[src/common/alu_pkg.sv]
package alu_pkg;

    // datapath width
    localparam int XLEN = 64;

    typedef logic [XLEN-1:0] xlen_t;

    // bit 4 word mode, bit 3 variant, bits 2:0 function
    typedef logic [4:0] alu_op_t;

    typedef enum logic [2:0] {
        FN_ADD  = 3'b000,
        FN_SLL  = 3'b001,
        FN_SLT  = 3'b010,
        FN_SRC2 = 3'b011,
        FN_XOR  = 3'b100,
        FN_SR   = 3'b101,
        FN_OR   = 3'b110,
        FN_AND  = 3'b111
    } alu_fn_e;

    // bit 2 picks the divider, bits 1:0 the variant
    typedef logic [2:0] md_sel_t;
    typedef logic [1:0] md_type_t;

    // multiply variants
    localparam md_type_t MUL    = 2'b00;
    localparam md_type_t MULH   = 2'b01;
    localparam md_type_t MULHSU = 2'b10;
    localparam md_type_t MULHU  = 2'b11;

    // divide variants
    localparam md_type_t DIV  = 2'b00;
    localparam md_type_t DIVU = 2'b01;
    localparam md_type_t REM  = 2'b10;
    localparam md_type_t REMU = 2'b11;

    typedef logic [5:0] shamt_t;

    typedef enum logic [1:0] {
        IDLE = 2'b00,
        RUN  = 2'b01,
        DONE = 2'b10
    } md_state_e;

    // one result bit per iteration
    localparam int MUL_STEPS = 64;
    localparam int DIV_STEPS = 64;

endpackage

[src/common/muldiv_if.sv]
`timescale 1ns/1ps

interface muldiv_if;
    import alu_pkg::*;

    logic     start;
    logic     flush;
    md_type_t md_type;
    xlen_t    op_a;
    xlen_t    op_b;
    logic     done;
    xlen_t    result;

    // execute block side
    modport requester (
        output start, flush, md_type, op_a, op_b,
        input  done, result
    );

    // multiplier or divider side
    modport unit (
        input  start, flush, md_type, op_a, op_b,
        output done, result
    );

endinterface

[src/alu/alu_exec.sv]
`timescale 1ns/1ps

module alu_exec (
    input  logic                clk,
    input  logic                rst_n,
    input  alu_pkg::alu_op_t    alu_op_i,
    input  alu_pkg::xlen_t      src1_i,
    input  alu_pkg::xlen_t      src2_i,
    input  logic                md_en_i,
    input  alu_pkg::md_sel_t    md_sel_i,
    input  logic                flush_i,
    muldiv_if.requester         mul_bus,
    muldiv_if.requester         div_bus,
    output alu_pkg::xlen_t      result_o,
    output logic                less_o,
    output logic                zero_o,
    output logic                busy_o
);
    import alu_pkg::*;

    alu_fn_e fn;
    logic    variant;
    logic    word;
    logic    cin;
    xlen_t   src2_x;
    xlen_t   sum;
    logic    carry;
    logic    overflow;
    logic    less;
    xlen_t   shift;
    xlen_t   alu_out;
    xlen_t   md_out;
    xlen_t   sel_out;

    // launch latch and pending state
    xlen_t   src1_q;
    xlen_t   src2_q;
    md_sel_t sel_q;
    logic    vld_q;
    logic    pending_q;
    logic    diff_in;
    logic    launch;
    logic    done_sel;

    assign fn      = alu_fn_e'(alu_op_i[2:0]);
    assign variant = alu_op_i[3];
    assign word    = alu_op_i[4];

    // slt always subtracts, add subtracts on the variant bit
    assign cin    = variant | (fn == FN_SLT);
    assign src2_x = src2_i ^ {XLEN{cin}};

    assign {carry, sum} = {1'b0, src1_i} + {1'b0, src2_x} + {{XLEN{1'b0}}, cin};
    assign overflow     = (src1_i[XLEN-1] == src2_x[XLEN-1]) && (sum[XLEN-1] != src1_i[XLEN-1]);

    // unsigned compare from the borrow, signed from sign and overflow
    assign less = variant ? (carry ^ cin) : (sum[XLEN-1] ^ overflow);

    alu_shifter u_alu_shifter (
        .src_i   (src1_i),
        .shamt_i (src2_i[5:0]),
        .right_i (alu_op_i[2]),
        .arith_i (variant),
        .word_i  (word),
        .shift_o (shift)
    );

    always_comb begin
        case (fn)
            FN_ADD:         alu_out = sum;
            FN_SLL, FN_SR:  alu_out = shift;
            FN_SLT:         alu_out = {{(XLEN-1){1'b0}}, less};
            FN_SRC2:        alu_out = src2_i;
            FN_XOR:         alu_out = src1_i ^ src2_i;
            FN_OR:          alu_out = src1_i | src2_i;
            FN_AND:         alu_out = src1_i & src2_i;
            default:        alu_out = sum;
        endcase
    end

    assign md_out  = md_sel_i[2] ? div_bus.result : mul_bus.result;
    assign sel_out = md_en_i ? md_out : alu_out;

    // word ops keep the low half, sign extended
    assign result_o = word ? {{32{sel_out[31]}}, sel_out[31:0]} : sel_out;
    assign less_o   = less;
    assign zero_o   = ~(|sum);

    // new request when anything differs from the last launch
    assign diff_in = !vld_q || (src1_i != src1_q) || (src2_i != src2_q) || (md_sel_i != sel_q);
    assign launch  = md_en_i && diff_in && !pending_q && !flush_i;

    assign done_sel = sel_q[2] ? div_bus.done : mul_bus.done;

    always_ff @(posedge clk) begin
        if (launch) begin
            src1_q <= src1_i;
            src2_q <= src2_i;
            sel_q  <= md_sel_i;
        end
    end

    always_ff @(posedge clk or negedge rst_n) begin
        if (!rst_n) begin
            vld_q     <= 1'b0;
            pending_q <= 1'b0;
        end else if (flush_i) begin
            vld_q     <= 1'b0;
            pending_q <= 1'b0;
        end else if (launch) begin
            vld_q     <= 1'b1;
            pending_q <= 1'b1;
        end else if (pending_q && done_sel) begin
            pending_q <= 1'b0;
        end
    end

    assign busy_o = md_en_i && (launch || pending_q);

    // both units see the same operands, only one gets the start
    assign mul_bus.start   = launch && !md_sel_i[2];
    assign mul_bus.flush   = flush_i;
    assign mul_bus.md_type = md_sel_i[1:0];
    assign mul_bus.op_a    = src1_i;
    assign mul_bus.op_b    = src2_i;

    assign div_bus.start   = launch && md_sel_i[2];
    assign div_bus.flush   = flush_i;
    assign div_bus.md_type = md_sel_i[1:0];
    assign div_bus.op_a    = src1_i;
    assign div_bus.op_b    = src2_i;

endmodule

[src/alu/alu_shifter.sv]
`timescale 1ns/1ps

module alu_shifter (
    input  alu_pkg::xlen_t  src_i,
    input  alu_pkg::shamt_t shamt_i,
    input  logic            right_i,
    input  logic            arith_i,
    input  logic            word_i,
    output alu_pkg::xlen_t  shift_o
);
    import alu_pkg::*;

    function automatic xlen_t bit_rev(input xlen_t v);
        xlen_t r;
        for (int i = 0; i < XLEN; i++) begin
            r[i] = v[XLEN-1-i];
        end
        return r;
    endfunction

    shamt_t amt;
    xlen_t  shft_src;
    xlen_t  shft_res;
    xlen_t  lo_mask;
    xlen_t  word_mask;
    xlen_t  srl_res;
    xlen_t  sra_res;

    // word shifts only use five bits of the amount
    assign amt = word_i ? {1'b0, shamt_i[4:0]} : shamt_i;

    // left shifts go through the right shifter on reversed bits
    assign shft_src = right_i ? src_i : bit_rev(src_i);
    assign shft_res = shft_src >> amt;

    // ones where shifted data remains
    assign lo_mask   = {XLEN{1'b1}} >> amt;
    assign word_mask = {32'h0, lo_mask[XLEN-1:32]};

    always_comb begin
        if (word_i) begin
            srl_res = shft_res & word_mask;
            // fill from bit 31 for word arithmetic shifts
            sra_res = src_i[31] ? (shft_res | ~word_mask) : (shft_res & word_mask);
        end else begin
            srl_res = shft_res;
            sra_res = shft_res | ({XLEN{src_i[XLEN-1]}} & ~lo_mask);
        end
    end

    assign shift_o = !right_i ? bit_rev(shft_res) :
                     arith_i  ? sra_res : srl_res;

endmodule

[src/muldiv/muldiv_div.sv]
`timescale 1ns/1ps

module muldiv_div (
    input  logic     clk,
    input  logic     rst_n,
    muldiv_if.unit   md
);
    import alu_pkg::*;

    md_state_e      state_q;
    logic [6:0]     cnt_q;
    xlen_t          rem_q;
    xlen_t          quo_q;
    xlen_t          dsr_q;
    logic           neg_quo_q;
    logic           neg_rem_q;
    logic           rem_sel_q;
    xlen_t          result_q;

    logic           sgn;
    logic           is_rem;
    logic           a_neg;
    logic           b_neg;
    xlen_t          mag_a;
    xlen_t          mag_b;
    logic           b_zero;
    logic           ovf;
    logic           special;
    logic [XLEN:0]  trial;
    xlen_t          quo_f;
    xlen_t          rem_f;
    logic           last;

    always_comb begin
        case (md.md_type)
            DIV:     {sgn, is_rem} = 2'b10;
            DIVU:    {sgn, is_rem} = 2'b00;
            REM:     {sgn, is_rem} = 2'b11;
            REMU:    {sgn, is_rem} = 2'b01;
            default: {sgn, is_rem} = 2'b00;
        endcase
    end

    assign a_neg = sgn && md.op_a[XLEN-1];
    assign b_neg = sgn && md.op_b[XLEN-1];
    assign mag_a = a_neg ? -md.op_a : md.op_a;
    assign mag_b = b_neg ? -md.op_b : md.op_b;

    // cases resolved at start without iterating
    assign b_zero  = (md.op_b == '0);
    assign ovf     = sgn && (md.op_a == {1'b1, {(XLEN-1){1'b0}}}) && (md.op_b == '1);
    assign special = b_zero || ovf;

    // restoring step subtracts only when it does not borrow
    assign trial = {rem_q, quo_q[XLEN-1]} - {1'b0, dsr_q};

    assign quo_f = neg_quo_q ? -quo_q : quo_q;
    assign rem_f = neg_rem_q ? -rem_q : rem_q;
    assign last  = (cnt_q == 7'(DIV_STEPS));

    always_ff @(posedge clk or negedge rst_n) begin
        if (!rst_n) begin
            state_q <= IDLE;
            cnt_q   <= '0;
        end else if (md.flush) begin
            state_q <= IDLE;
            cnt_q   <= '0;
        end else if (md.start) begin
            state_q <= special ? DONE : RUN;
            cnt_q   <= '0;
        end else if (state_q == RUN) begin
            cnt_q <= cnt_q + 7'd1;
            if (last) begin
                state_q <= DONE;
            end
        end
    end

    always_ff @(posedge clk) begin
        if (md.start) begin
            rem_q     <= '0;
            quo_q     <= mag_a;
            dsr_q     <= mag_b;
            // remainder takes the sign of the dividend
            neg_quo_q <= a_neg ^ b_neg;
            neg_rem_q <= a_neg;
            rem_sel_q <= is_rem;
            if (b_zero) begin
                result_q <= is_rem ? md.op_a : '1;
            end else if (ovf) begin
                result_q <= is_rem ? '0 : md.op_a;
            end
        end else if (state_q == RUN) begin
            if (last) begin
                result_q <= rem_sel_q ? rem_f : quo_f;
            end else if (!trial[XLEN]) begin
                rem_q <= trial[XLEN-1:0];
                quo_q <= {quo_q[XLEN-2:0], 1'b1};
            end else begin
                rem_q <= {rem_q[XLEN-2:0], quo_q[XLEN-1]};
                quo_q <= {quo_q[XLEN-2:0], 1'b0};
            end
        end
    end

    assign md.done   = (state_q == DONE);
    assign md.result = result_q;

endmodule

[src/muldiv/muldiv_mul.sv]
`timescale 1ns/1ps

module muldiv_mul (
    input  logic     clk,
    input  logic     rst_n,
    muldiv_if.unit   md
);
    import alu_pkg::*;

    md_state_e          state_q;
    logic [6:0]         cnt_q;
    logic [2*XLEN-1:0]  prod_q;
    xlen_t              mcand_q;
    logic               neg_q;
    md_type_t           type_q;
    xlen_t              result_q;

    logic               a_sgn;
    logic               b_sgn;
    logic               a_neg;
    logic               b_neg;
    xlen_t              mag_a;
    xlen_t              mag_b;
    logic [XLEN:0]      step_sum;
    logic [2*XLEN-1:0]  full;
    logic               last;

    // which operands are signed
    always_comb begin
        case (md.md_type)
            MUL:     {a_sgn, b_sgn} = 2'b00;
            MULH:    {a_sgn, b_sgn} = 2'b11;
            MULHSU:  {a_sgn, b_sgn} = 2'b10;
            MULHU:   {a_sgn, b_sgn} = 2'b00;
            default: {a_sgn, b_sgn} = 2'b00;
        endcase
    end

    assign a_neg = a_sgn && md.op_a[XLEN-1];
    assign b_neg = b_sgn && md.op_b[XLEN-1];
    assign mag_a = a_neg ? -md.op_a : md.op_a;
    assign mag_b = b_neg ? -md.op_b : md.op_b;

    // add multiplicand to upper half when the low bit is set
    assign step_sum = {1'b0, prod_q[2*XLEN-1:XLEN]} + (prod_q[0] ? {1'b0, mcand_q} : '0);

    assign full = neg_q ? -prod_q : prod_q;
    assign last = (cnt_q == 7'(MUL_STEPS));

    always_ff @(posedge clk or negedge rst_n) begin
        if (!rst_n) begin
            state_q <= IDLE;
            cnt_q   <= '0;
        end else if (md.flush) begin
            state_q <= IDLE;
            cnt_q   <= '0;
        end else if (md.start) begin
            state_q <= RUN;
            cnt_q   <= '0;
        end else if (state_q == RUN) begin
            cnt_q <= cnt_q + 7'd1;
            if (last) begin
                state_q <= DONE;
            end
        end
    end

    always_ff @(posedge clk) begin
        if (md.start) begin
            prod_q  <= {{XLEN{1'b0}}, mag_b};
            mcand_q <= mag_a;
            neg_q   <= a_neg ^ b_neg;
            type_q  <= md.md_type;
        end else if (state_q == RUN) begin
            if (last) begin
                result_q <= (type_q == MUL) ? full[XLEN-1:0] : full[2*XLEN-1:XLEN];
            end else begin
                prod_q <= {step_sum, prod_q[XLEN-1:1]};
            end
        end
    end

    assign md.done   = (state_q == DONE);
    assign md.result = result_q;

endmodule

[src/source/alu_top.sv]
`timescale 1ns/1ps

module alu_top (
    input  logic                clk,
    input  logic                rst_n,
    input  alu_pkg::alu_op_t    alu_op_i,
    input  alu_pkg::xlen_t      src1_i,
    input  alu_pkg::xlen_t      src2_i,
    input  logic                md_en_i,
    input  alu_pkg::md_sel_t    md_sel_i,
    input  logic                flush_i,
    output alu_pkg::xlen_t      result_o,
    output logic                less_o,
    output logic                zero_o,
    output logic                busy_o
);

    // one link per unit
    muldiv_if mul_bus ();
    muldiv_if div_bus ();

    alu_exec u_alu_exec (
        .clk      (clk),
        .rst_n    (rst_n),
        .alu_op_i (alu_op_i),
        .src1_i   (src1_i),
        .src2_i   (src2_i),
        .md_en_i  (md_en_i),
        .md_sel_i (md_sel_i),
        .flush_i  (flush_i),
        .mul_bus  (mul_bus),
        .div_bus  (div_bus),
        .result_o (result_o),
        .less_o   (less_o),
        .zero_o   (zero_o),
        .busy_o   (busy_o)
    );

    muldiv_mul u_muldiv_mul (
        .clk   (clk),
        .rst_n (rst_n),
        .md    (mul_bus)
    );

    muldiv_div u_muldiv_div (
        .clk   (clk),
        .rst_n (rst_n),
        .md    (div_bus)
    );

endmodule

[config.mk]
export PLATFORM = sky130hd
export DESIGN_NAME = alu_top
export DESIGN_NICKNAME = d
export VERILOG_FILES = /design/src/common/alu_pkg.sv /design/src/common/muldiv_if.sv /design/src/alu/alu_exec.sv /design/src/alu/alu_shifter.sv /design/src/muldiv/muldiv_div.sv /design/src/muldiv/muldiv_mul.sv /design/src/source/alu_top.sv
export SDC_FILE = /design/constraint.sdc
export NUM_CORES = 2
export LEC_CHECK = 0
export BUFFER_PORTS_ARGS = -buffer_cell sky130_fd_sc_hd__buf_2
export CAP_MARGIN = 20
export CORE_MARGIN = 2
export CORE_UTILIZATION = 38
export CTS_CLUSTER_DIAMETER = 40
export DETAILED_ROUTE_END_ITERATION = 10
export HOLD_SLACK_MARGIN = 0.1
export PLACE_DENSITY = 0.63
export SLEW_MARGIN = 20
export SYNTH_ARGS = -nofsm -noshare
export SYNTH_HDL_FRONTEND = slang
export SYNTH_SLANG_ARGS = --single-unit
[constraint.sdc]
create_clock -name clk -period 47.3 [get_ports clk]
set_input_delay 7.095 -clock clk [delete_from_list [all_inputs] [get_ports clk]]
set_output_delay 7.095 -clock clk [all_outputs]
set_load 0.03 [all_outputs]
==> results.tsv <==
stage	metric	value	unit
die	Top Ports	207	
job	max cap viols	0	
placed_design	pre-CTS setup slack	26.48	ns
critical_path	endpoint type of the worst setup path	output pin	
sta	worst-margin pin slew	1.37	ns
final_layout	Final Util	0.427	
grt	Overflow after GRT	0	
grt	vias in the first global route	59800	
power	Power Density	43.4	nW/µm²
synthesis	syn_area_per_cell	8.08	µm²
sta	worst rel slew slack	0.0820	
outcome	outcome	completed	
synthesis	top-count cell post-synth	nand2_1	
critical_path	Crit Path Class	in2out	
cts	Max H-tree Level	3	
route	Vias/cell	6.58	
synthesis	syn nets	8231	
final_layout	Nets	8138	
worst_hold_path	hold path start	u_muldiv_mul.prod_q[67]$_SDFFE_PP0P_	
critical_path	WP buf/inv	5	
synthesis	Synth Flop Type	edfxtp_1	
critical_path	Top delay family on crit path	simple AND/OR/NAND/NOR gates	
placed_design	Detail Placement HPWL	276000	µm
sta	endpoints failing setup	0	
synthesis	Mapped Cells	7752	
grt	antenna violations before repair	41	
synthesis	number of synthesized flops with an enable pin	521	
route	total number of vias	65500	
critical_path	WP data arrival	13.81	ns
synthesis	Synth top cells by count	nand2_1, nor2_1, a21oi_1, o21ai_0, xnor2_1	
placed_design	DP Area	65600	µm²
cts	Root Buffer	clkbuf_16	
power	LEAKAGE	26.6	nW
sta	Slew Viols, Final	0	
synthesis	area of the mapped netlist	62600	µm²
sta	Clock Skew	0.0406	ns
cts	Worst-Skew Late Latency	0.76	ns
placed_design	# port buffers	206	
cts	clock buffer count from CTS	113	
critical_path	Worst EP required	40.20	ns
route	Total Wirelength	360000	µm
placed_design	gpl congestion	1.12	
grt	GRT Total Usage	0.413	
die	CORE AREA	163000	µm²
final_layout	FF/Latch Area	18700	µm²
synthesis	ranking of synthesized cells by area	edfxtp_1, xnor2_1, ha_1, a21oi_1, nand2_1	
critical_path	CP max FO	34	
sta	crit path time final	20.90	ns
critical_path	critical path, cell by cell	buf_2 -> nor3b_1 -> buf_4 -> nor2_4 -> buf_4 -> buf_4 -> xnor2_1 -> ha_1 -> nand4_1 -> nor3_1 -> o21ai_0 -> nand2_1 -> a31oi_1 -> o21ba_2 -> nor2b_1 -> xnor2_1 -> nor4b_1 -> and4b_1 -> nand4b_1 -> nor4_1 -> buf_2	
route	Routed Antenna Nets	0	
final_layout	layout cells sized above 1	0.102	
sta	RSZ-0062 raised after global routing	false	
sta	final worst setup slack	26.40	ns
synthesis	Synth Warn #	0	
synthesis	ys async rst share	0.0299	
die	die width	410	µm
sta	Min Hold Slack	0.525	ns
final_layout	Fillers	16400	
cts	CTS tree	yes	
power	total power	3.03	mW
grt	largest net degree at the start of global routing	134	
critical_path	CP max stage cell	buf_4	
synthesis	count of different cell masters after synthesis	96	
route	DRC Markers	0	
cts	post-cts hold buffer count	0	
cts	# Post-CTS Setup Buffers	0	
critical_path	RR Startpoint	u_alu_exec.sel_q[2]$_DFFE_PP_	
die	Initial Util	0.384	
grt	first-pass GRT wire length	486000	µm
power	VDD IR max	0.0000332	V
die	row count	148	
sta	max frequency	47.8	MHz
die	Die Ht	410	µm
final_layout	area grow syn2layout	11.2	%
final_layout	fin cells	9958	
cts	clk slew on worst S/H paths	0.05	ns
sta	Fin Setup TNS	0	ns
synthesis	post-synth top area share	0.250	
cts	CTS Buffer Depth	3	
final_layout	area occupied by multi-input gates	40800	µm²
critical_path	Startpoint Class	primary input	
route	router iterations before antenna repair	7	
synthesis	post-synthesis sequential area ratio	0.299	
cts	post-cts sizing count	0	
synthesis	number of synthesized register bits	669	
final_layout	Design Area, Final	69700	µm²
critical_path	crit path from	alu_op_i[0]	
placed_design	placed insts	9719	
route	starting DRC count in detailed routing	10400	
die	Die ar.	168000	µm²
sta	Final Cycle Share	0.442	
critical_path	slowest cell delay on critical path	0.60	ns
sta	final hold viol count	0	
synthesis	Synth area leader	edfxtp_1	
worst_hold_path	Worst Hold Class	reg2reg	
route	DR WL/cell	36.1	µm
cts	Sink Count	669	
critical_path	Top cell by count, worst path	buf_4	
## path summary, 6_finish.rpt
kind,endpoint,slack [ns],cells past startpoint
hold reg to reg,u_muldiv_mul.prod_q[67]$_SDFFE_PP0P_,0.52,2
max in group asynchronous,u_muldiv_div.cnt_q[2]$_DFFE_PN0P_,40.62,1
setup reg to reg,u_muldiv_div.rem_q[62]$_SDFFE_PP0P_,40.62,15
setup / recovery,zero_o,26.40,21
min in group asynchronous,u_alu_exec.pending_q$_DFFE_PN0P_,6.31,1
hold / removal,u_muldiv_mul.prod_q[67]$_SDFFE_PP0P_,0.52,2
## flip-flops by register name, summed over array words and instances (netlist names), 2 cells and up
name and cells:
u_muldiv_div.cnt_q 7, u_muldiv_mul.state_q 2, u_alu_exec.src1_q 64, u_muldiv_div.quo_q 64, u_alu_exec.src2_q 64, u_muldiv_div.rem_q 64
u_muldiv_mul.cnt_q 7, u_muldiv_mul.prod_q 128, u_muldiv_div.dsr_q 64, u_muldiv_div.md.result 64, u_muldiv_mul.type_q 2, u_muldiv_div.state_q 2
u_muldiv_mul.mcand_q 64, u_muldiv_mul.md.result 64, u_alu_exec.sel_q 3
## report_power, final
part	switching (mW)	internal [mW]	leakage, nW
registers	0.123	0.725	6.12
clock network	0.342	0.525	1.90
logic	0.888	0.422	18.6
total	1.35	1.67	26.6
## per-layer routing
metal,track usage,wire length (µm),vias to the layer above
li1,-,-,28000
met1,0.511,134000,31700
met2,0.590,145000,4720
met3,0.128,45800,1125
met4,0.333,35000,14
met5,0,97,-
## cell type report
cell class | instances | share of cell area
timing repair buffer | 364 | 0.0326
antenna | 24 | 0.000862
tap | 2175 | 0.0391
sequential | 669 | 0.269
clock buffer | 132 | 0.0427
clock inverter | 83 | 0.0136
multi-input combinational | 6187 | 0.585
inverter | 324 | 0.0175
## cell families (layout without fill, tap and decap cells)
group           count (synthesis)  count (layout)  share of synthesized area
flops                         669             669                      0.299
xor+xnor                      798             798                      0.112
compound gates               2200            2200                      0.217
other cells                     0              24                          0
simple gates                 2555            2555                      0.189
mux                           253             253                     0.0548
buf+inv                       896             903                     0.0539
fa+ha+maj                     381             381                     0.0748
## tightest hold or removal path: cells and delay by family (launching register included)
kind / cells / cell delay (ns)
flops: 1 / 0.35
compound gates: 1 / 0.05
simple gates: 1 / 0.07
## placed cells by master, fill, tap and decap left out, types with 66 or more instances in the layout
cell and count:
clkbuf_16 116, o211ai_1 96, dfxtp_1 128, o21ai_0 587, nor3_1 117, inv_1 314, mux2i_1 126, nand3_1 232
xnor2_1 566, mux4_2 66, o31ai_1 87, or3_1 69, nor2_1 705, nand4_1 108, buf_2 203, xor2_1 230
a211oi_1 102, a21o_1 104, nand2_1 869, nor4_1 71, buf_4 157, and2_1 88, edfxtp_1 521, a21oi_1 700
ha_1 336
No activity file was read; power rests on OpenSTA's default activity.
